--- src/verilog/term_counter.sv ---
module term_counter #(
  parameter int iterations = 7
) (
  input  logic        clk,
  input  logic        rst_n,
  input  logic        clear,
  input  logic        advance,
  output logic [63:0] factorial,
  output logic        last
);

  logic [5:0] index;
  logic [5:0] index_next;

  assign index_next = index + 6'd1;
  assign last = (index == 6'(iterations));

  always_ff @(posedge clk or negedge rst_n) begin
    if (!rst_n) begin
      index     <= 6'd1;
      factorial <= 64'd1;
    end else if (clear) begin
      index     <= 6'd1;
      factorial <= 64'd1;
    end else if (advance) begin
      index     <= index_next;
      factorial <= factorial * {58'd0, index_next}; // n! = (n-1)! * n.
    end
  end

endmodule
--- config.mk ---
export PLATFORM = sky130hd
export DESIGN_NAME = term_counter
export DESIGN_NICKNAME = d
export VERILOG_FILES = /design/src/verilog/term_counter.sv
export SDC_FILE = /design/constraint.sdc
export NUM_CORES = 1
export LEC_CHECK = 0
export ABC_AREA = 1
export BUFFER_PORTS_ARGS = -buffer_cell sky130_fd_sc_hd__buf_2
export CAP_MARGIN = 10
export CORE_ASPECT_RATIO = 0.5
export CORE_MARGIN = 1
export CORE_UTILIZATION = 44
export CTS_BUF_LIST = sky130_fd_sc_hd__clkbuf_8 sky130_fd_sc_hd__clkbuf_16
export DETAILED_ROUTE_END_ITERATION = 8
export GPL_TIMING_DRIVEN = 0
export PLACE_DENSITY_LB_ADDON = 0.25
export REMOVE_ABC_BUFFERS = 1
export SYNTH_ARGS = -nofsm -noshare
export SYNTH_HDL_FRONTEND = slang
export SYNTH_SLANG_ARGS = --single-unit
--- constraint.sdc ---
create_clock -name clk -period 12.7 [get_ports clk]
set_input_delay 1.27 -clock clk [delete_from_list [all_inputs] [get_ports clk]]
set_output_delay 1.27 -clock clk [all_outputs]
set_load 0.05 [all_outputs]
* Yosys cells after proc, flatten, opt, wreduce, memory -nomap -nowiden
Index checks and enable logic that the tools add are counted.
** Operators by class
- Add/sub/neg operators :: 1
- Multiply operators :: 1
- Eq/ne operators :: 1
- Mux-type cells :: 4
- Reduce and logical (&&, ||, !) cells :: 1
** Operator list (number)
- 64-bit 2-to-1 mux :: 2
- 64-bit by 6-bit multiplier with 64-bit output :: 1
- 6-bit 2-to-1 mux :: 2
- 6-bit by 1-bit adder with 6-bit output, second input constant :: 1
- 6-bit by 3-bit equality test with 1-bit output, second input constant :: 1
- 2-bit nonzero test :: 1
** Word-level totals
- Register bits after elaboration :: 70
- Input port bits :: 4
- Word-level logic and storage cells :: 10

* Depth between registers and ports, before layout
- Depth in word-level cells :: 4
- Mapped depth :: 30
- Depth with buffers taken out :: 28

* Worst setup path before layout
OpenSTA, ideal clock, no wires.
- Path kind :: register to register
- Start :: register index[0]
- End :: register factorial[61]
- Setup time :: 118 ps
- Arrival time :: 4224 ps
- Slack :: 8358 ps
- Stages on the path, launching flop included :: 25
- Path buffers :: 2
- Path through :: dfstp_2 > ha_1 > nand4_1 > nand2_1 > buf_2 > buf_1 > nor2_1 > fa_1 > inv_1 > fa_1 > fa_1 > inv_1 > ha_1 > nand2_1 > inv_1 > a21oi_1 > inv_1 > nand2_1 > nand2_1 > inv_1 > nand2_1 > a21oi_1 > nand3_1 > nand3_1 > nand2_1
** On the way
- Cells in the longest elaborated chain, start to end :: 4
** RTL lines
- start, declared :: RTL line 12 : logic [5:0] index;
- start signal, assigned :: RTL line 26 : index <= index_next;
- 6-bit by 1-bit adder with 6-bit output :: RTL line 15 : assign index_next = index + 6'd1;
- 64-bit by 6-bit multiplier with 64-bit output :: RTL line 27 : factorial <= factorial * {58'd0, index_next};
- 64-bit 2-to-1 mux :: RTL line 25 : end else if (advance) begin
- 64-bit 2-to-1 mux :: RTL line 22 : end else if (clear) begin
- end signal, assigned :: RTL line 27
- end, declared :: RTL line 8 : output logic [63:0] factorial,
No other way between the ends. The select of a mux whose other input is x is not followed.
A chain may end at the register's enable or synchronous reset.

* Final worst setup path
- Start :: register index[0]
- End :: register factorial[43]
Same word-level chain as after synthesis.

==> results_dict.tcl <==
set metrics [dict create \
    finalSetupViolCount 0 \
    r2r-start "index[0]" \
    cts_resized 0 \
    route.top_layer_used "met4" \
    outcome "finished, final reports clean" \
    synth_top_area_frac 0.304 \
    cts_buffers 9 \
    root_buffer "clkbuf_16" \
    finClkSkew_ns 0.00945 \
    htreeDepth 3 \
    viasPerCell 5.05 \
    area_growth_pct 7.91 \
    leakage_uw 0.00893 \
    coreArea_um2 34700 \
    first_global_vias 14279 \
    cts_tree "built" \
    wl_met1_um 22700 \
    fin_nets 2727 \
    wl_met3_um 3560 \
    clk_latency_ns 0.36 \
    grt_max_degree 66 \
    gr-total-overflow 0 \
    rr_endpoint "factorial[43]" \
    final_antenna_net_count 0 \
    syn_area_um2 15600 \
    die_area_um2 36300 \
    final_common_cell "nand2_1" \
    ir_worst_vdd_mv 0.0511 \
    path_buf_inv 3 \
    grt_pass1_wl_um 76600 \
    rr_worst_depth 20 \
    crit_top_cell "nand2_1" \
    gp_congestion 1.02 \
    worst_pin_slew_ns 0.942 \
    post-route-drc-count 0 \
    pre_cts_ws_ns 5.72 \
    synth-seq-area-share 0.112 \
    async_flop_share 1.00 \
    ys_top_cells_by_area "fa_1, nand2_1, inv_1" \
    synth_edf_count 0 \
    avgSynthCellArea_um2 6.55 \
    hold-path-cell-count 2 \
    met2_length_um 19600 \
    fin_crit_sh 0.542 \
    max_freq_mhz 145 \
    critPathKind "register to register" \
    antenna_found_initial 0 \
    antenna_cells 0 \
    cap_violations 0 \
    die-width_um 268 \
    finalCriticalPeriod_ns 6.88 \
    most-common-layout-cells "nand2_1, inv_1, nor2_1" \
    fin_ws_ns 5.82 \
    hold_class "register to register" \
    drive_gt1_frac 0.0594 \
    initial_utilization 0.450 \
    path_cells "ha_4 > nand2_1 > nand2_2 > inv_1 > buf_16 > nand2_1 > fa_1 > fa_1 > fa_1 > inv_1 > ha_1 > nand2_1 > nor2_1 > nand2_1 > nor2_1 > nand4_1 > nand3_1 > nand2_1 > nand3_1 > nand2_1" \
    holdBufCountCts 0 \
    port_buffers 68 \
    clkSinkCount 70 \
    syn_inst 2383 \
    drtIter0Drc 1260 \
    finalMaxSlewViolations 0 \
    drtPass1Iterations 5 \
    critical_path.max_fanout 35 \
    post_cts_buffers 0 \
    tns_ns 0 \
    path_clk_slew_ns 0.06 \
    hold_viol_final 0 \
    die_h_um 135 \
    dr_total_vias 14648 \
    dp.final_hpwl_um 38400 \
    yosysWarnings 0 \
    hold_end "factorial[63]" \
    crit_path_top_delay_cell "dfstp_2" \
    synth-main-ff-cell "dfrtp_1" \
    power_density_nw_per_um2 42.9 \
    slowest_delay_ns 1.15 \
    slew_headroom 0.372 \
    synth_cell_types 39 \
    rsz0062_at_grt "false" \
    final_util 0.485 \
    ys_ff_latch 70 \
    grt.total_usage 0.273 \
    rrSetupSlack_ns 5.82 \
    wl_per_cell_um 16.2 \
    crit_path_start_kind "register" \
    required_ns 12.95 \
    wirelength_um 46800 \
    min_from "factorial[63]" \
    yosys.area.top_type "fa_1" \
    clk_path_buf_depth 2 \
    cp.arrival_ns 7.13 \
    cp_top_family "simple AND/OR/NAND/NOR gates" \
    ios 69 \
    row_count 48 \
    end_kind "register" \
]
==> worst register-to-register path, cell delays in order, from the launching register on <==
cell	delay, ns
dfstp_2	1.15
ha_4	0.26
nand2_1	0.08
nand2_2	0.69
inv_1	0.61
buf_16	0.32
nand2_1	0.10
fa_1	0.45
fa_1	0.52
fa_1	0.49
inv_1	0.04
ha_1	0.42
nand2_1	0.14
nor2_1	0.22
nand2_1	0.17
nor2_1	0.34
nand4_1	0.31
nand3_1	0.18
nand2_1	0.06
nand3_1	0.15
nand2_1	0.07
==> stage by stage <==
stage,cells,total power [uW],cell area (um2),hold WS (ns)
2_1_floorplan,2332,380,15400,0.524
3_3_place_gp,2875,448,16300,0.513
3_5_place_dp,2881,459,16500,0.522
4_1_cts,2897,722,16800,0.538
5_1_grt,2899,759,16800,0.563
6_report,2899,722,16800,0.532
==> report_power, final <==
part	leakage (uW)	switching (uW)	total (uW)	internal [uW]
registers	0.000967	13.1	245	232
clock network	0.000156	111	263	152
logic	0.00781	158	214	55.6
==> synth_stat cells, types with 3 or more instances <==
| cell type | number |
|---|---|
| nor2_1 | 322 |
| a21oi_1 | 80 |
| inv_1 | 595 |
| a21oi_2 | 5 |
| clkbuf_1 | 27 |
| nand3_2 | 7 |
| nand3_1 | 98 |
| a21boi_0 | 3 |
| nand4_1 | 16 |
| nor2_2 | 14 |
| nand2_2 | 11 |
| buf_1 | 10 |
| inv_2 | 3 |
| buf_2 | 13 |
| nor4_1 | 4 |
| o22ai_1 | 17 |
| dfrtp_1 | 68 |
| fa_1 | 237 |
| and2_1 | 6 |
| o21ai_1 | 11 |
| o21ai_0 | 60 |
| nor3_2 | 3 |
| o21bai_1 | 13 |
| nand2_1 | 668 |
| ha_1 | 67 |
| nor3_1 | 9 |
==> state kept, by name, summed over array words and instances, names as in the netlist <==
signal / flops
factorial: 64
index: 6
==> logic make-up (layout without fill, tap and decap cells) <==
group	count (synthesis)	after routing	synth area share
buf+inv	649	690	0.157
flops	70	70	0.112
fa+ha+maj	304	304	0.358
xor+xnor	1	1	0.000561
simple gates	1166	1166	0.304
compound gates	193	193	0.0679
==> worst max path at each step <==
stage,from,to,slack [ns],depth (start not counted)
2_1_floorplan,index[0],factorial[50],7.47,21
3_3_place_gp,index[0],factorial[23],4.95,18
3_5_place_dp,index[0],factorial[61],5.72,22
4_1_cts,index[0],factorial[61],5.70,22
5_1_grt,index[0],factorial[43],5.53,20
6_report,index[0],factorial[43],5.82,20
==> area by class of cell <==
class / count / area, um2
Multi-Input combinational cell: 1664 / 11400
Sequential cell: 70 / 1750
Tap cell: 475 / 594
Fill cell: 3638 / 17900
Clock buffer: 13 / 280
Inverter: 598 / 2240
Timing Repair Buffer: 76 / 533
Clock inverter: 3 / 11.3
==> routing by layer <==
metal,GRT usage,vias to the layer above
met2,0.405,445
met4,0.0657,0
met3,0.0462,41
met5,0,-
met1,0.411,7099
li1,-,7063
No activity file was read; power rests on OpenSTA's default activity.
