--- config.mk ---
export PLATFORM = sky130hd
export DESIGN_NAME = long_to_fp_flat
export DESIGN_NICKNAME = d
export VERILOG_FILES = /design/src/verilog/fp_exp_pkg.sv /design/src/verilog/fp_op_if.sv /design/src/verilog/long_to_fp.sv /design/src/flat_wrapper.sv
export SDC_FILE = /design/constraint.sdc
export NUM_CORES = 1
export LEC_CHECK = 0
export ABC_AREA = 1
export BUFFER_PORTS_ARGS = -buffer_cell sky130_fd_sc_hd__buf_2
export CAP_MARGIN = 20
export CORE_MARGIN = 2
export CORE_UTILIZATION = 30
export DETAILED_ROUTE_END_ITERATION = 10
export GPL_ROUTABILITY_DRIVEN = 0
export SKIP_LAST_GASP = 1
export SYNTH_ARGS = -nofsm -noshare
export SYNTH_HDL_FRONTEND = slang
export SYNTH_SLANG_ARGS = --single-unit
--- constraint.sdc ---
create_clock -name clk -period 0.99 [get_ports clk]
set_input_delay 0.099 -clock clk [delete_from_list [all_inputs] [get_ports clk]]
set_output_delay 0.099 -clock clk [all_outputs]
set_load 0.005 [all_outputs]
--- src/verilog/fp_exp_pkg.sv ---
package fp_exp_pkg;

  localparam int exp_width = 11;
  localparam int man_width = 52;
  localparam int exp_bias = 1023;

  typedef logic [63:0] fp_t;

  localparam fp_t fp_one = 64'h3ff0000000000000;

  typedef enum logic [3:0] {
    idle,
    add_term,
    wait_add,
    mul_x,
    wait_mul,
    conv_fact,
    wait_conv,
    div_fact,
    wait_div,
    finish
  } seq_state_t;

  // number of zeros above the leading one, 64 for a zero word.
  function automatic logic [6:0] lead_zeros(input logic [63:0] v);
    logic [6:0] n;
    logic found;
    n = '0;
    found = 1'b0;
    for (int i = 63; i >= 0; i--) begin
      if (v[i]) begin
        found = 1'b1;
      end else if (!found) begin
        n = n + 7'd1;
      end
    end
    return n;
  endfunction

endpackage

--- src/verilog/fp_op_if.sv ---
interface fp_op_if import fp_exp_pkg::*; ();

  fp_t  a;
  fp_t  b;
  logic start;
  fp_t  c;
  logic done;

  modport client (
    output a,
    output b,
    output start,
    input  c,
    input  done
  );

  modport unit (
    input  a,
    input  b,
    input  start,
    output c,
    output done
  );

endinterface

--- src/verilog/long_to_fp.sv ---
module long_to_fp import fp_exp_pkg::*; (
  input logic clk,
  input logic rst_n,
  fp_op_if.unit op
);

  logic [6:0]           lz;
  logic [63:0]          shifted;
  logic [exp_width-1:0] exp_c;

  assign lz      = lead_zeros(op.a);
  assign shifted = op.a << lz; // leading one lands on bit 63.
  assign exp_c   = exp_width'(exp_bias + 63 - int'(lz));

  always_ff @(posedge clk or negedge rst_n) begin
    if (!rst_n) begin
      op.done <= 1'b0;
    end else begin
      op.done <= op.start;
    end
  end

  always_ff @(posedge clk) begin
    if (op.start) begin
      if (op.a == '0) begin
        op.c <= '0;
      end else begin
        op.c <= {1'b0, exp_c, shifted[62 -: man_width]}; // low bits truncated.
      end
    end
  end

endmodule

--- src/flat_wrapper.sv ---
// flat-port wrapper written by rule: the top's interface ports become plain ports
module long_to_fp_flat import fp_exp_pkg::*;
  (clk, rst_n, op_a, op_b, op_start, op_c, op_done);
  fp_op_if op_i ();
  input logic clk;
  input logic rst_n;
  input wire logic [$bits(op_i.a)-1:0] op_a;
  input wire logic [$bits(op_i.b)-1:0] op_b;
  input wire logic [$bits(op_i.start)-1:0] op_start;
  output wire logic [$bits(op_i.c)-1:0] op_c;
  output wire logic [$bits(op_i.done)-1:0] op_done;
  assign op_i.a = op_a;
  assign op_i.b = op_b;
  assign op_i.start = op_start;
  assign op_c = op_i.c;
  assign op_done = op_i.done;
  long_to_fp u_core (.clk(clk), .rst_n(rst_n), .op(op_i));
endmodule
* Yosys cells after proc, flatten, opt, wreduce, memory -nomap -nowiden *
Cells that the tools add are included.

storage, ports and cells
  bits in registers = 65
  output and inout bits = 65
  logic and storage cells = 259

cells by class
  add/sub/neg operators = 64
  shift-type cells = 1
  muxes and demuxes = 190
  reduce and logical (&&, ||, !) cells = 1

operators with widths
  operator               count
  $mux 7                 126
  $add 7x1->7 const B    62
  $logic_not 64->1       1
  $mux 1                 64
  $shl 64x7->63          1
  $sub 11x7->11 const A  1
  $add 1x1->2 const B    1

* Depth between registers and ports, before layout *
Gate-level depths: netlist of the first run.

  depth after elaboration = 191
  depth in mapped cells = 214

* Worst setup path before layout of the first run *
OpenSTA, ideal clock, no wires.

  kind = input -> register
  from = in op_a[63]
  to = reg u_core.op.c[28] (data pin)
  setup time = 255 ps
  data arrival time = 25772 ps
  setup slack = -25038 ps
  cell stages on the path = 211
  buffers on the path = 0
  cells stage by stage = inv_1 > nand2_1 > inv_1 > ha_1 > inv_1 > nand2_1 > nand3_1 > o21ai_1 > ha_1 > inv_1 > nand4_1 > o21ai_0 > nand2_1 > o21ai_0 > ha_1 > inv_1 > nor2_1 > o21ai_0 > [175 not listed] > nor2_2 > inv_1 > ha_1 > or2_2 > nand2_4 > inv_6 > or2_1 > o21ai_1 > inv_1 > nand2_1 > o21ai_1 > or2_1 > nand2_1 > nand2_1 > nand2_1 > nor2_1 > nor2_1 > nor2_4

on the way
  word-level cells in the longest chain between the ends = 191

RTL lines
  element               RTL line           RTL
  from (decl)           flat_wrapper.sv:7  input wire logic [$bits(op_i.a)-1:0] op_a;
  $mux 1                fp_exp_pkg.sv:31   if (v[i]) begin
  $add 1x1->2           fp_exp_pkg.sv:34   n = n + 7'd1;
  $mux 7                fp_exp_pkg.sv:33   end else if (!found) begin
  $mux 7                fp_exp_pkg.sv:31
  $add 7x1->7           fp_exp_pkg.sv:34
  $mux 7                fp_exp_pkg.sv:33
  $mux 7                fp_exp_pkg.sv:31
  $add 7x1->7           fp_exp_pkg.sv:34
  [175 not listed]      n/a
  $mux 7                fp_exp_pkg.sv:31
  $add 7x1->7           fp_exp_pkg.sv:34
  $mux 7                fp_exp_pkg.sv:33
  $mux 7                fp_exp_pkg.sv:31
  $add 7x1->7           fp_exp_pkg.sv:34
  $mux 7                fp_exp_pkg.sv:33
  $mux 7                fp_exp_pkg.sv:31
  $shl 64x7->63         long_to_fp.sv:12   assign shifted = op.a << lz;
  to (signal assigned)  long_to_fp.sv:28   op.c <= {1'b0, exp_c, shifted[62 -: man_width]};
  to (decl)             fp_op_if.sv:21     output c,

Parallel ways exist; a longest one is shown, timed or not.
A chain may end at the register's enable or synchronous reset.

* Worst setup path after layout of the first run *
  from = in op_a[63]
  to = reg u_core.op.c[38] (data pin)

Same word-level chain as after synthesis.

==> results.json, run 1 <==
{
  "power_density_mw_per_mm2": 670.4,
  "period_needed_ps": 25280,
  "drv_cap": 0,
  "ant_nets": 0,
  "violations": "negative setup slack",
  "worst_slew_pin_slew_ps": 794.9,
  "ys_top_cells_by_area": "nand2_1 (19%), edfxtp_1 (11%), inv_1 (9.6%)",
  "finalSetupViolCount": 67,
  "first_iter_violations": 955,
  "fin_tns_setup_ps": -1508850,
  "power.switching_w": 0.007241,
  "die_h_um": 242.4,
  "rows": 87,
  "finalWorstSetupSlack_ps": -24290,
  "required_ps": 1080,
  "yosys-top-cells-count": "nand2_1 (884), inv_1 (438), nand3_1 (279)",
  "synth_fp_nets": 3108,
  "nFillCells": 5775,
  "wl_um": 53250,
  "cp_slowest_cell": "ha_1",
  "power.share.switching_pct": 41.29,
  "worst_ir_drop_vdd_v": 0.0009946,
  "grt_setup_unrepaired": "yes",
  "crit_fanout": 7,
  "drc": 0,
  "synth-edff-count": 63,
  "fmax_mhz": 39.56,
  "pwr-share-seq_pct": 20.6,
  "drt-met1-wl_um": 26210,
  "dieArea_mm2": 0.05875,
  "grt_remaining_overflow": 0,
  "met2_wirelength_um": 24830,
  "nets": 4045,
  "max-slew-margin-rel_pct": 46.45,
  "vias_per_cell": 4.497,
  "post_drt_wl_per_cell_um": 11.54,
  "ys_types": 72,
  "wl_met3_um": 1605,
  "yosysTopAreaCell": "nand2_1",
  "cts_root_buf": "clkbuf_16",
  "syn_to_final_growth_pct": 53.41,
  "die_x_um": 242.4,
  "synth_seq_cells": 64,
  "synth_flop_cell": "edfxtp_1",
  "yosys.area.top_type_share_pct": 19.46,
  "core_area_mm2": 0.05628,
  "fin_crit_sh_pct": 2553,
  "antenna_found_initial": 0,
  "grt_pass1_vias": 19386,
  "arrival_ps": 25370,
  "synth.most_common_cell": "nand2_1",
  "grt_usage_pct": 17.53,
  "dp_hpwl_um": 44990,
  "yosys_warnings": 0,
  "cpPeakStageDelay_ps": 320,
  "path_class": "in -> reg",
  "critPathMostFrequentCell": "ha_1",
  "p_comb_share_pct": 62.9,
  "clockPowerShare_pct": 16.5,
  "highest_layer": "met4",
  "cts_made_buffers": 9,
  "io_buffers": 130,
  "crit_path_start_kind": "primary input",
  "status": "complete, but fails checks",
  "hold_viol": 0,
  "utilization_pct": 46.47,
  "syn_area_per_cell_um2": 5.848,
  "clkSlewWorstSetupHoldPaths_ps": 60,
  "min_path_type": "in -> async",
  "initial_utilization_pct": 30.29,
  "vias": 20743,
  "synthCells": 2915,
  "synth_area_mm2": 0.01705,
  "cts_tree": "yes",
  "dr.pass1.iters": 7,
  "grt_pass1_wl_um": 88370,
  "cts_buffer_depth": 2,
  "grt_max_degree": 45,
  "postSynth.asyncResetShare_pct": 1.563,
  "antennaDiodeCount": 0,
  "p_leak_nw": 13.92,
  "ctsHtreeMaxLevel": 3,
  "internal-power_w": 0.01029,
  "endpoint_kind": "flop",
  "drive_gt1_share_pct": 41.20,
  "ioPinCount": 196,
  "ys_seq_area_share_pct": 11.24,
  "clock-sinks": 64,
  "slew_violations": 0
}
==> stage by stage <==
step / area, um^2 / total power (W) / setup WS, ps / hold slack, ps / std cells
after global routing: 26150 / 0.01879 / -26500 / 76.23 / 4613
after CTS: 25210 / 0.01672 / -23880 / 65.16 / 4584
final: 26150 / 0.01753 / -24290 / 74.88 / 4613
after global placement: 24410 / 0.01331 / -24290 / -126.2 / 4529
after floorplan: 17350 / 0.008697 / -23310 / -196.6 / 2915
after detailed placement: 24410 / 0.01336 / -24870 / -124.6 / 4529
==> power by group through the flow <==
stage	registers, W	clock network (W)	logic (W)
after floorplan	0.00370	0	0.00500
after global placement	0.00367	0	0.00963
after detailed placement	0.00367	0	0.00969
after CTS	0.00362	0.00294	0.0102
after global routing	0.00365	0.00301	0.0121
final	0.00361	0.00289	0.0110
==> kinds of logic after synthesis <==
logic type / share of synthesized area [%]
flip-flops: 11.24
AO/OA/AOI/OAI: 14.28
AND/OR/NAND/NOR: 51.27
other: 0.02200
buffers and inverters: 16.74
multiplexers: 0.4110
adder cells (fa/ha/maj): 4.550
XOR/XNOR: 1.490
==> layout by cell type (no fill, tap or decap), types with 27 or more instances in the layout <==
cell      netlist  routed
inv_1         438     414
nand3_2        18      35
nand2_2        48      74
nand2_1       884     852
ha_1           62      47
inv_4          24      27
inv_2          32      53
nand4_1        61      61
buf_4           5     823
edfxtp_1       63      63
o21ai_2        51     125
nor2_1        270     248
o21ai_0       127      64
o21ai_1        82      60
nor2_8         33      33
buf_2           1     128
a21oi_1        52      33
nand3_1       279     262
a21oi_2        13      31
nor2_2         31      50
==> worst paths after layout <==
| kind | end | slack (ps) | cells past startpoint | from |
|---|---|---|---|---|
| setup / recovery | u_core.op.c[38]$_SDFFCE_PP0P_ | -24290 | 202 | op_a[63] |
| hold / removal | u_core.op.done$_DFF_PN0_ | 70 | 2 | rst_n |
| max in group asynchronous | u_core.op.done$_DFF_PN0_ | 830 | 2 | rst_n |
| min in group clk | u_core.op.done$_DFF_PN0_ | 160 | 2 | op_start |
==> worst max-delay path: cells and delay by family <==
family | cells | cell delay, ps
AOI/OAI and AO/OA | 54 | 6800
adders and majority gates | 30 | 7770
buffers and inverters | 47 | 4070
muxes | 1 | 170
and+or+nand+nor | 70 | 6370
==> final cells by class <==
cell class | instances | area [um^2] | share of cell area, %
Clock buffer | 9 | 225.2 | 0.8612
Multi-Input combinational cell | 2272 | 13450 | 51.43
Sequential cell | 64 | 1917 | 7.329
Tap cell | 756 | 945.9 | 3.617
Timing Repair Buffer | 986 | 7450 | 28.49
Clock inverter | 7 | 47.55 | 0.1818
Inverter | 519 | 2118 | 8.100
==> metal layers <==
metal	vias up	track usage, %
li1	11282	-
met1	9135	24.49
met2	291	30.14
met3	35	0.9305
met4	0	2.760
met5	-	0
==> state kept, by name, summed over array words and instances (netlist names) <==
signal          cells
u_core.op.c        63
u_core.op.done      1
==> repair_timing <==
item	in CTS	in global routing
hold endpoints to repair	1	0
pin swaps	55	168
gates cloned	2	0
setup buffers	36	30
gates resized for setup	61	176
endpoints found under the setup margin	69	71
hold buffers	1	0
(Power assumes the default switching activity.)
==> inputs of run 2 (changes only) <==
--- a/config.mk
+++ b/config.mk
@@ -12,6 +12,7 @@
 export CORE_UTILIZATION = 30
 export DETAILED_ROUTE_END_ITERATION = 10
 export GPL_ROUTABILITY_DRIVEN = 0
+export GPL_TIMING_DRIVEN = 0
 export SKIP_LAST_GASP = 1
 export SYNTH_ARGS = -nofsm -noshare
 export SYNTH_HDL_FRONTEND = slang
==> results.json, run 2 (same netlist as run 1, synthesis figures left out) <==
{
  "top_regs": "u_core.op.c: 63 flops, u_core.op.done: 1 flops",
  "grt_pass1_vias": 16859,
  "min_path_type": "in -> async",
  "worst-path-buf-inv": 54,
  "worst_ir_drop_vdd_v": 0.001021,
  "grt_setup_unrepaired": "yes",
  "cts_tree": "yes",
  "cts_buffer_depth": 2,
  "cts_root_buf": "clkbuf_16",
  "ant_nets": 0,
  "max-slew-margin-rel_pct": 48.92,
  "fmax_mhz": 38.67,
  "clock-sinks": 64,
  "crit_fanout": 10,
  "status": "complete, but fails checks",
  "core_area_mm2": 0.05628,
  "io_buffers": 129,
  "place_area_mm2": 0.01896,
  "hold_viol": 0,
  "cpPeakStageDelay_ps": 310,
  "die_h_um": 242.4,
  "grt_pass1_wl_um": 81690,
  "final_cell_mix": "nand2_1 (840), inv_1 (410), nand3_1 (263)",
  "drc": 0,
  "top_register": "u_core.op.c",
  "nets": 3440,
  "vias": 19010,
  "rows": 87,
  "fin_crit_sh_pct": 2612,
  "place_inst": 3801,
  "crit_cells": 207,
  "dieArea_mm2": 0.05875,
  "arrival_ps": 25930,
  "path_class": "in -> reg",
  "grt_remaining_overflow": 0,
  "initial_utilization_pct": 30.29,
  "antenna_found_initial": 12,
  "cp_slowest_cell": "ha_1",
  "drv_cap": 0,
  "clkSlewWorstSetupHoldPaths_ps": 50,
  "ioPinCount": 196,
  "grt_usage_pct": 16.38,
  "period_needed_ps": 25860,
  "dr.pass1.iters": 5,
  "crit_path_start_kind": "primary input",
  "slew_violations": 0,
  "grt_max_degree": 36,
  "required_ps": 1060,
  "dp_hpwl_um": 41520,
  "crit_family": "adder cells",
  "die_x_um": 242.4,
  "violations": "negative setup slack",
  "stdcell_area_mm2": 0.02196,
  "mostFrequentLayoutCell": "nand2_1",
  "p_leak_nw": 11.13,
  "wl_um": 51820,
  "power_density_mw_per_mm2": 711.5,
  "drive_gt1_share_pct": 30.85,
  "syn_to_final_growth_pct": 28.84,
  "fin_cells": 4012,
  "crit_path_start": "op_a[63]",
  "critPathMostFrequentCell": "nand2_1",
  "largest_reg_flops": 63,
  "endpoint_kind": "flop",
  "post_drt_wl_per_cell_um": 12.92,
  "power_w": 0.01563,
  "first_iter_violations": 1183,
  "finalSetupViolCount": 63,
  "vias_per_cell": 4.738,
  "cts_made_buffers": 9,
  "ctsHtreeMaxLevel": 3,
  "worst_slew_pin_slew_ps": 758.3,
  "finalWorstSetupSlack_ps": -24870
}
run 2: cell type report:
| cell class | instances | area [um^2] |
|---|---|---|
| antenna | 5 | 12.51 |
| buffer | 59 | 789.5 |
| clock buffer | 9 | 225.2 |
| clock inverter | 6 | 37.54 |
| fill | 6022 | 34310 |
| inverter | 519 | 2123 |
| multi-input combinational | 2273 | 13650 |
| sequential | 64 | 1917 |
| tap | 756 | 945.9 |
| timing repair buffer | 320 | 2257 |
| timing repair inverter | 1 | 6.256 |
run 2: where the power goes:
group,leakage (nW),switching (W),internal [W]
clock network,0.125,0.00107,0.00166
logic,10.4,0.00568,0.00362
registers,0.628,0.000101,0.00350
total,11.1,0.00686,0.00877
run 2: final timing paths:
| path | slack (ps) | end |
|---|---|---|
| setup / recovery | -24870 | u_core.op.c[44]$_SDFFCE_PP0P_ |
| min in group clk | 210 | u_core.op.done$_DFF_PN0_ |
| hold / removal | 80 | u_core.op.done$_DFF_PN0_ |
| max in group asynchronous | 830 | u_core.op.done$_DFF_PN0_ |
run 2: through the flow:
step | setup slack [ps] | hold WS (ps) | util (%) | TNS (ps)
6_report | -24870 | 78.11 | 39.03 | -1541500
5_1_grt | -26810 | 71.23 | 39.02 | -1663290
4_1_cts | -24840 | 65.57 | 35.33 | -1537110
3_5_place_dp | -26430 | -124.6 | 33.70 | -1640060
3_3_place_gp | -26310 | -126.3 | 33.66 | -1658400
2_1_floorplan | -23310 | -196.6 | - | -1439670
run 2: layer usage:
metal	wire, um	GRT usage (%)	up-vias
met2	24040	27.27	399
met4	1208	4.484	14
met1	24200	22.10	8426
li1	-	-	10084
met5	94	0	-
met3	2271	2.171	87
run 2: timing repair:
item,4_1_cts,5_1_grt
endpoints found under the hold margin,1,0
endpoints found under the setup margin,63,98
setup buffers,56,129
gates resized for setup,67,243
gates cloned,1,5
hold buffers,1,0
pin swaps,49,209
