File: src/verilog/fp_exp_pkg.sv
package fp_exp_pkg;

  localparam int exp_width = 11;
  localparam int man_width = 52;
  localparam int exp_bias = 1023;

  typedef logic [63:0] fp_t;

  localparam fp_t fp_one = 64'h3ff0000000000000;

  typedef enum logic [3:0] {
    idle,
    add_term,
    wait_add,
    mul_x,
    wait_mul,
    conv_fact,
    wait_conv,
    div_fact,
    wait_div,
    finish
  } seq_state_t;

  // number of zeros above the leading one, 64 for a zero word.
  function automatic logic [6:0] lead_zeros(input logic [63:0] v);
    logic [6:0] n;
    logic found;
    n = '0;
    found = 1'b0;
    for (int i = 63; i >= 0; i--) begin
      if (v[i]) begin
        found = 1'b1;
      end else if (!found) begin
        n = n + 7'd1;
      end
    end
    return n;
  endfunction

endpackage

File: src/verilog/fp_op_if.sv
interface fp_op_if import fp_exp_pkg::*; ();

  fp_t  a;
  fp_t  b;
  logic start;
  fp_t  c;
  logic done;

  modport client (
    output a,
    output b,
    output start,
    input  c,
    input  done
  );

  modport unit (
    input  a,
    input  b,
    input  start,
    output c,
    output done
  );

endinterface

File: src/verilog/fp_adder.sv
module fp_adder import fp_exp_pkg::*; (
  input logic clk,
  input logic rst_n,
  fp_op_if.unit op
);

  logic [exp_width-1:0]  exp_a;
  logic [exp_width-1:0]  exp_b;
  logic [man_width:0]    man_a;
  logic [man_width:0]    man_b;
  logic                  a_big;
  logic [exp_width-1:0]  exp_diff;
  logic [man_width:0]    man_large;
  logic [man_width:0]    man_small;
  logic [man_width+1:0]  man_sum;

  logic                  s1_valid;
  logic                  s1_sign;
  logic [exp_width-1:0]  s1_exp;
  logic [man_width+1:0]  s1_man;

  logic [6:0]                  lz;
  logic signed [exp_width+1:0] norm_exp;
  logic [man_width:0]          norm_man;

  assign exp_a = op.a[man_width +: exp_width];
  assign exp_b = op.b[man_width +: exp_width];
  assign man_a = (exp_a == '0) ? '0 : {1'b1, op.a[man_width-1:0]};
  assign man_b = (exp_b == '0) ? '0 : {1'b1, op.b[man_width-1:0]};

  // magnitude compare on exponent and fraction together.
  assign a_big = op.a[man_width+exp_width-1:0] >= op.b[man_width+exp_width-1:0];
  assign exp_diff  = a_big ? exp_a - exp_b : exp_b - exp_a;
  assign man_large = a_big ? man_a : man_b;
  assign man_small = (a_big ? man_b : man_a) >> exp_diff; // shifted-out bits lost.

  always_comb begin
    if (op.a[63] == op.b[63]) begin
      man_sum = {1'b0, man_large} + {1'b0, man_small};
    end else begin
      man_sum = {1'b0, man_large} - {1'b0, man_small};
    end
  end

  // low padding of ones caps the count at 53.
  assign lz = lead_zeros({s1_man[man_width:0], {exp_width{1'b1}}});

  always_comb begin
    if (s1_man[man_width+1]) begin
      norm_man = s1_man[man_width+1:1]; // carry out, shift right once.
      norm_exp = $signed({2'b00, s1_exp}) + 13'sd1;
    end else begin
      norm_man = s1_man[man_width:0] << lz;
      norm_exp = $signed({2'b00, s1_exp}) - $signed({6'd0, lz});
    end
  end

  always_ff @(posedge clk or negedge rst_n) begin
    if (!rst_n) begin
      s1_valid <= 1'b0;
      op.done  <= 1'b0;
    end else begin
      s1_valid <= op.start;
      op.done  <= s1_valid;
    end
  end

  always_ff @(posedge clk) begin
    if (op.start) begin
      s1_sign <= a_big ? op.a[63] : op.b[63];
      s1_exp  <= a_big ? exp_a : exp_b;
      s1_man  <= man_sum;
    end
    if (s1_valid) begin
      if (s1_man == '0 || norm_exp <= 0) begin
        op.c <= '0; // cancellation and underflow both give +0.
      end else begin
        op.c <= {s1_sign, norm_exp[exp_width-1:0], norm_man[man_width-1:0]};
      end
    end
  end

endmodule

File: src/flat_wrapper.sv
// flat-port wrapper written by rule: the top's interface ports become plain ports
module fp_adder_flat import fp_exp_pkg::*;
  (clk, rst_n, op_a, op_b, op_start, op_c, op_done);
  fp_op_if op_i ();
  input logic clk;
  input logic rst_n;
  input wire logic [$bits(op_i.a)-1:0] op_a;
  input wire logic [$bits(op_i.b)-1:0] op_b;
  input wire logic [$bits(op_i.start)-1:0] op_start;
  output wire logic [$bits(op_i.c)-1:0] op_c;
  output wire logic [$bits(op_i.done)-1:0] op_done;
  assign op_i.a = op_a;
  assign op_i.b = op_b;
  assign op_i.start = op_start;
  assign op_c = op_i.c;
  assign op_done = op_i.done;
  fp_adder u_core (.clk(clk), .rst_n(rst_n), .op(op_i));
endmodule
File: config.mk
export PLATFORM = sky130hd
export DESIGN_NAME = fp_adder_flat
export DESIGN_NICKNAME = d
export VERILOG_FILES = /design/src/verilog/fp_exp_pkg.sv /design/src/verilog/fp_op_if.sv /design/src/verilog/fp_adder.sv /design/src/flat_wrapper.sv
export SDC_FILE = /design/constraint.sdc
export NUM_CORES = 1
export LEC_CHECK = 0
export ABC_AREA = 1
export BUFFER_PORTS_ARGS = -buffer_cell sky130_fd_sc_hd__buf_2
export CORE_MARGIN = 4
export CORE_UTILIZATION = 30
export DETAILED_ROUTE_END_ITERATION = 12
export GPL_TIMING_DRIVEN = 0
export PLACE_DENSITY = 0.51
export SLEW_MARGIN = 20
export SYNTH_ARGS = -nofsm -noshare
export SYNTH_HDL_FRONTEND = slang
export SYNTH_SLANG_ARGS = --single-unit
File: constraint.sdc
create_clock -name clk -period 25 [get_ports clk]
set_input_delay 5 -clock clk [delete_from_list [all_inputs] [get_ports clk]]
set_output_delay 5 -clock clk [all_outputs]
set_load 0.01 [all_outputs]
### Yosys cells after proc, flatten, opt, wreduce, memory -nomap -nowiden

Cells that the tools add are included.

| storage, ports and cells | value |
|---|---|
| register bits after elaboration | 132 |
| latch bits | 0 |
| RAM bits | 0 |
| bits in read-only memories | 0 |
| bits of input ports | 131 |
| output and inout bits | 65 |
| word-level logic and storage cells | 240 |
| memories kept | 0 |

| operators by class | value |
|---|---|
| $add $sub $neg | 58 |
| multiply operators | 0 |
| div/mod/pow operators | 0 |
| magnitude comparators | 2 |
| eq/ne operators | 1 |
| shifts and indexed selects | 2 |
| mux-type cells | 167 |
| bitwise operators | 0 |
| reduce and logical (&&, ||, !) cells | 4 |

Operators by type and width:

| cell | count |
|---|---|
| 2-to-1 mux 7 bit | 104 |
| adder 7 x 1 -> 7 bit (second input constant) | 51 |
| 2-to-1 mux 53 bit | 4 |
| greater-or-equal comparator 63 bit | 1 |
| adder 53 x 53 -> 54 bit | 1 |
| zero test 54 bit | 1 |
| 2-to-1 mux 1 bit | 54 |
| 2-to-1 mux 54 bit | 1 |
| subtractor 53 x 53 -> 54 bit | 1 |
| left shift 53 x 7 -> 52 bit | 1 |
| >> shifter 53 x 11 -> 53 bit | 1 |
| 2-to-1 mux 52 bit | 1 |
| zero test 11 bit | 2 |
| 2-to-1 mux 11 bit | 2 |
| subtractor 11 bit | 2 |
| less-or-equal comparator 13 x 1 -> 1 bit (second input constant) | 1 |
| 2-to-1 mux 13 bit | 1 |
| adder 11 x 1 -> 12 bit (second input constant) | 1 |
| subtractor 11 x 7 -> 12 bit | 1 |
| adder 1 x 1 -> 2 bit (second input constant) | 1 |
| equality test 1 bit | 1 |
| logical OR 1 bit | 1 |

### Longest topological paths before layout

| logic depth | value |
|---|---|
| depth in word-level cells | 161 |
| depth in mapped cells | 180 |
| gate-level depth less buffers | 177 |

### Worst setup path after synthesis

OpenSTA, ideal clock, no wires.

| path | value |
|---|---|
| kind | reg-to-reg |
| start point | register u_core.s1_man[51] |
| end point | register u_core.op.c[10] (data pin) |
| setup time | 0.276 ns |
| arrival time | 25.775 ns |
| required time | 24.724 ns |
| slack | -1.051 ns |
| stages on the path, launching flop included | 178 |
| buffers on the path | 3 |
| period minus slack after synthesis | 26.051 ns |
| cells stage by stage | edfxtp_1 -> nor2_4 -> ha_1 -> nand2_1 -> nand2_1 -> ha_1 -> nor3_1 -> nor2_1 -> ha_1 -> nand2_1 -> nand3_1 -> nand2_1 -> inv_1 -> ha_1 -> nand2_1 -> nand2_1 -> ha_1 -> nand2_1 -> [... 142 more ...] -> buf_6 -> ha_1 -> inv_1 -> nor2_1 -> a21oi_1 -> o21ai_0 -> a21oi_1 -> inv_1 -> a21oi_1 -> nand2_1 -> o32ai_1 -> xor2_1 -> inv_1 -> nor2_1 -> a311oi_1 -> inv_2 -> dlygate4sd3_1 -> a21oi_2 |

| between the ends | value |
|---|---|
| longest elaborated chain between the ends | 158 |
| elaborated cells on any way between the ends | 212 |
| those cells by class | 52 x add/sub; 1 x order compare; 1 x shift; 156 x mux; 2 x reduce/logical |

RTL lines:

| what | line | text |
|---|---|---|
| start, declared | fp_adder.sv:20 | `logic [man_width+1:0] s1_man;` |
| start signal, assigned | fp_adder.sv:72 | `s1_man <= man_sum;` |
| 2-to-1 mux 7 bit | fp_exp_pkg.sv:31 | `if (v[i]) begin` |
| adder 7 x 1 -> 7 bit | fp_exp_pkg.sv:34 | `n = n + 7'd1;` |
| 2-to-1 mux 7 bit | fp_exp_pkg.sv:33 | `end else if (!found) begin` |
| 2-to-1 mux 7 bit | fp_exp_pkg.sv:31 |  |
| adder 7 x 1 -> 7 bit | fp_exp_pkg.sv:34 |  |
| 2-to-1 mux 7 bit | fp_exp_pkg.sv:33 |  |
| 2-to-1 mux 7 bit | fp_exp_pkg.sv:31 |  |
| adder 7 x 1 -> 7 bit | fp_exp_pkg.sv:34 |  |
| [... 142 more ...] | -- |  |
| 2-to-1 mux 7 bit | fp_exp_pkg.sv:31 |  |
| adder 7 x 1 -> 7 bit | fp_exp_pkg.sv:34 |  |
| 2-to-1 mux 7 bit | fp_exp_pkg.sv:33 |  |
| 2-to-1 mux 7 bit | fp_exp_pkg.sv:31 |  |
| subtractor 11 x 7 -> 12 bit | fp_adder.sv:54 | `norm_exp = $signed({2'b00, s1_exp}) - $signed({6'd0, lz});` |
| 2-to-1 mux 13 bit | fp_adder.sv:49 | `if (s1_man[man_width+1]) begin` |
| less-or-equal comparator 13 x 1 -> 1 bit | fp_adder.sv:75 | `if (s1_man == '0 \|\| norm_exp <= 0) begin` |
| logical OR 1 bit | fp_adder.sv:75 |  |
| end signal, assigned | fp_adder.sv:78 | `op.c <= {s1_sign, norm_exp[exp_width-1:0], norm_man[man_width-1:0]};` |
| end, declared | fp_op_if.sv:21 | `output c,` |

Parallel ways exist; a longest one is shown, timed or not.
A chain may end at the register's enable or synchronous reset.

### Worst setup path in the final report

| path | value |
|---|---|
| start point | register u_core.s1_man[52] |
| end point | register u_core.op.c[9] (data pin) |

| between the ends | value |
|---|---|
| longest elaborated chain between the ends | 161 |
| elaborated cells on any way between the ends | 216 |
| those cells by class | 53 x add/sub; 1 x order compare; 1 x shift; 159 x mux; 2 x reduce/logical |

RTL lines:

| what | line |
|---|---|
| 2-to-1 mux 1 bit | fp_exp_pkg.sv:31 |
| adder 1 x 1 -> 2 bit | fp_exp_pkg.sv:34 |
| 2-to-1 mux 7 bit | fp_exp_pkg.sv:33 |
| 2-to-1 mux 7 bit | fp_exp_pkg.sv:31 |
| adder 7 x 1 -> 7 bit | fp_exp_pkg.sv:34 |
| 2-to-1 mux 7 bit | fp_exp_pkg.sv:33 |
| 2-to-1 mux 7 bit | fp_exp_pkg.sv:31 |
| adder 7 x 1 -> 7 bit | fp_exp_pkg.sv:34 |
| [... 145 more ...] | -- |
| 2-to-1 mux 7 bit | fp_exp_pkg.sv:31 |
| adder 7 x 1 -> 7 bit | fp_exp_pkg.sv:34 |
| 2-to-1 mux 7 bit | fp_exp_pkg.sv:33 |
| 2-to-1 mux 7 bit | fp_exp_pkg.sv:31 |
| subtractor 11 x 7 -> 12 bit | fp_adder.sv:54 |
| 2-to-1 mux 13 bit | fp_adder.sv:49 |
| less-or-equal comparator 13 x 1 -> 1 bit | fp_adder.sv:75 |
| logical OR 1 bit | fp_adder.sv:75 |

Parallel ways exist; a longest one is shown, timed or not.

==> impl_metrics.csv <==
group,metric,value,unit
run_status,status,"finished, violations left",
run_status,violations,"setup timing",
clock_tree,numCtsBuffers,17,
sta,setup_viol,64,
pwr,p_leak,0.0158,uW
pwr,power_switching,2330,uW
hold_path,worstHoldStart,"u_core.s1_sign",
clock_tree,clockBufferDepth,2,
synth,ys_types,71,
global_route,grt_usage,0.227,
sta,slew_headroom,0.264,
global_route,grt_start_max_net_pins,68,
place,dpl_cell_area,30200,sq um
setup_path,cp_num_buf_inv,14,
global_route,grt_pass1_wl,171000,um
pwr,sw_frac_of_total,0.582,
sta,period_share,1.05,
final_layout,instances_no_fill,6025,
sta,fin_crit,26.15,ns
pwr,seqPwrFrac,0.139,
final_layout,final_common_cell,"nand2_1",
synth,synth-warning-count,0,
sta,rsz0062_at_grt,"yes",
route,vias,30445,
global_route,grt_antenna_before_repair,4,
synth,syn_area_per_cell,6.14,sq um
setup_path,r2r-end,"u_core.op.c[9]",
clock_tree,insertion_delay,0.47,ns
place,portBuffers,195,
synth,synthFlopType,"edfxtp_1",
clock_tree,cts_tree,"built",
pwr,clkPwrFrac,0.062,
clock_tree,cts.clk_slew.worst_paths,0.07,ns
setup_path,cp_slowest_cell,"edfxtp_1",
place,dp_hpwl,96800,um
clock_tree,cts_sinks,132,
die,row_count,111,
synth,synth_area_leaders,"nand2_1 (18%), edfxtp_1 (14%), ha_1 (8.5%)",
route,drt_pre_antenna_iters,6,
route,postRouteAntennaNets,0,
final_layout,finalInstanceArea,32700,sq um
sta,finClkSkew,0.0168,ns
global_route,grt_overflow,0,
clock_tree,h-tree-depth,4,
setup_path,path_class,"reg -> reg",
synth,yosysSeqAreaShare,0.143,
sta,slew_violations,0,
flow_run,cap_violations,0,
die,coreArea,91500,sq um
setup_path,ff2ff_path_depth,180,
route,viasPerCell,5.05,
sta,hold_ws,0.746,ns
pwr,p_int,1680,uW
setup_path,critPathLaunchType,"flop",
setup_path,arrival,26.36,ns
hold_path,holdPathStages,2,
route,wl_per_cell,19.1,um
synth,syn_inst,4500,
pwr,power_frac_comb,0.799,
clock_tree,cts_root_buf,"clkbuf_16",
die,dieHeight,312,um
route,routed_wl,115000,um
sta,hold_viol,0,
die,initial_utilization,0.302,
hold_path,hold_end,"u_core.op.c[63]",
pwr,vdd_drop_max,0.0000690,V
die,die-area,97100,sq um
setup_path,r2r_setup_slack,-1.15,ns
route,drtIter0Drc,2104,
synth,postSynthNetCount,4823,
place,gp_congestion,0.979,
final_layout,fin_nets,5148,
place,pre_cts_ws,-2.70,ns
synth,synthesis.area,27700,sq um
pwr,total_power,4010,uW
setup_path,crit_required,25.21,ns
die,io_pins,196,
synth,yosysTopAreaCell,"nand2_1",
setup_path,cp-startpoint,"u_core.s1_man[52]",
setup_path,crit_family,"adder cells",
setup_path,worstPathMaxFanout,10,
sta,fin_ws,-1.15,ns
final_layout,syn2layout_area_growth,18.1,%
clock_tree,cts-hold-fix-buffers,0,
route,drc,0,
synth,synth_seq_cells,132,
final_layout,most-common-layout-cells,"nand2_1 (1261), inv_1 (536), o21ai_0 (422)",
global_route,grt_pass1_vias,29270,
hold_path,hp-class,"reg -> reg",
sta,fmax,0.0382,GHz
setup_path,crit_path_max_incr_delay,0.45,ns
final_layout,drive_above_1_share,0.196,
die,die_w,312,um
sta,worst_pin_slew,1.10,ns
synth,synth_top_area_frac,0.177,
setup_path,r2r-start,"u_core.s1_man[52]",
pwr,p_per_area,123,nW/um^2
synth,synth-edff-count,130,
place,dp.cells,5883,
setup_path,end_kind,"flop",
synth,async_flop_share,0.0152,
[metal layers]
layer / vias up / wire [um] / GRT usage
li1: 15554 / - / -
met1: 14051 / 49100 / 0.274
met2: 678 / 57500 / 0.418
met3: 160 / 3750 / 0.0171
met4: 2 / 4740 / 0.0896
met5: - / 12 / 0
[synth_stat cells, types with 34 or more instances]
library cell  instances
a21oi_2              51
inv_1               544
mux2i_1              37
clkbuf_1             92
or2_2                37
a21oi_1             162
nor3_1               40
ha_1                188
nand3_1             336
clkbuf_8             34
xor2_1               88
nand2_1            1305
edfxtp_1            130
o211ai_1             85
nand4_1              75
nor2_1              292
o21ai_0             426
nand2_2              93
nand3_2              54
[layout make-up]
class / count / area (sq um)
Fill cell: 10117 / 58900
Multi-Input combinational cell: 3588 / 21000
Sequential cell: 132 / 3960
Inverter: 614 / 2450
Timing Repair Buffer: 307 / 1910
Tap cell: 1186 / 1480
Buffer: 164 / 1250
Clock buffer: 18 / 429
Clock inverter: 14 / 135
Timing Repair inverter: 1 / 11.3
Antenna cell: 1 / 2.50
[sequential cells by signal (all words and copies together) (netlist names)]
name / count
u_core.s1_valid: 1
u_core.op.c: 64
u_core.op.done: 1
u_core.s1_sign: 1
u_core.s1_man: 54
u_core.s1_exp: 11
[through the flow]
stage / utilization / TNS [ns]
5_1_grt: 0.357 / -168.60
3_5_place_dp: 0.330 / -165.86
6_report: 0.357 / -69.79
4_1_cts: 0.350 / -49.17
3_3_place_gp: 0.330 / -142.04
2_1_floorplan: - / 0
[cells by family after synthesis]
| logic type | synth area share |
|---|---|
| AO/OA/AOI/OAI | 0.183 |
| XOR/XNOR | 0.0383 |
| adder cells (fa/ha/maj) | 0.0880 |
| buffers and inverters | 0.129 |
| flip-flops | 0.143 |
| multiplexers | 0.0134 |
| AND/OR/NAND/NOR | 0.406 |
[worst min-delay path, cell delays in order (launching register included)]
cell and delay (ns):
edfxtp_1 0.39, inv_1 0.11, nor2_4 0.07
[power by group through the flow]
stage                     clock network [uW]  registers (uW)  logic [uW]
after floorplan                            0             530        1980
after global placement                     0             557        2870
after detailed placement                   0             557        2870
after CTS                                257             553        3040
after global routing                     265             566        3510
final                                    249             556        3210
[timing repair]
item / in CTS / in global routing
gates resized for setup: 94 / 89
endpoints found under the setup margin: 64 / 64
cloned: 3 / 3
buffers inserted: 90 / 20
pin swaps: 52 / 110
[worst max-delay path by stage]
stage / end / slack (ns) / cells after the start
5_1_grt: u_core.op.c[9] / -2.69 / 180
4_1_cts: u_core.op.c[2] / -0.81 / 178
3_5_place_dp: u_core.op.c[50] / -2.70 / 174
2_1_floorplan: u_core.op.c[44] / 0.002 / 176
6_report: u_core.op.c[9] / -1.15 / 180
3_3_place_gp: u_core.op.c[50] / -2.34 / 174
Note: power is estimated with default switching activity, not from simulation.
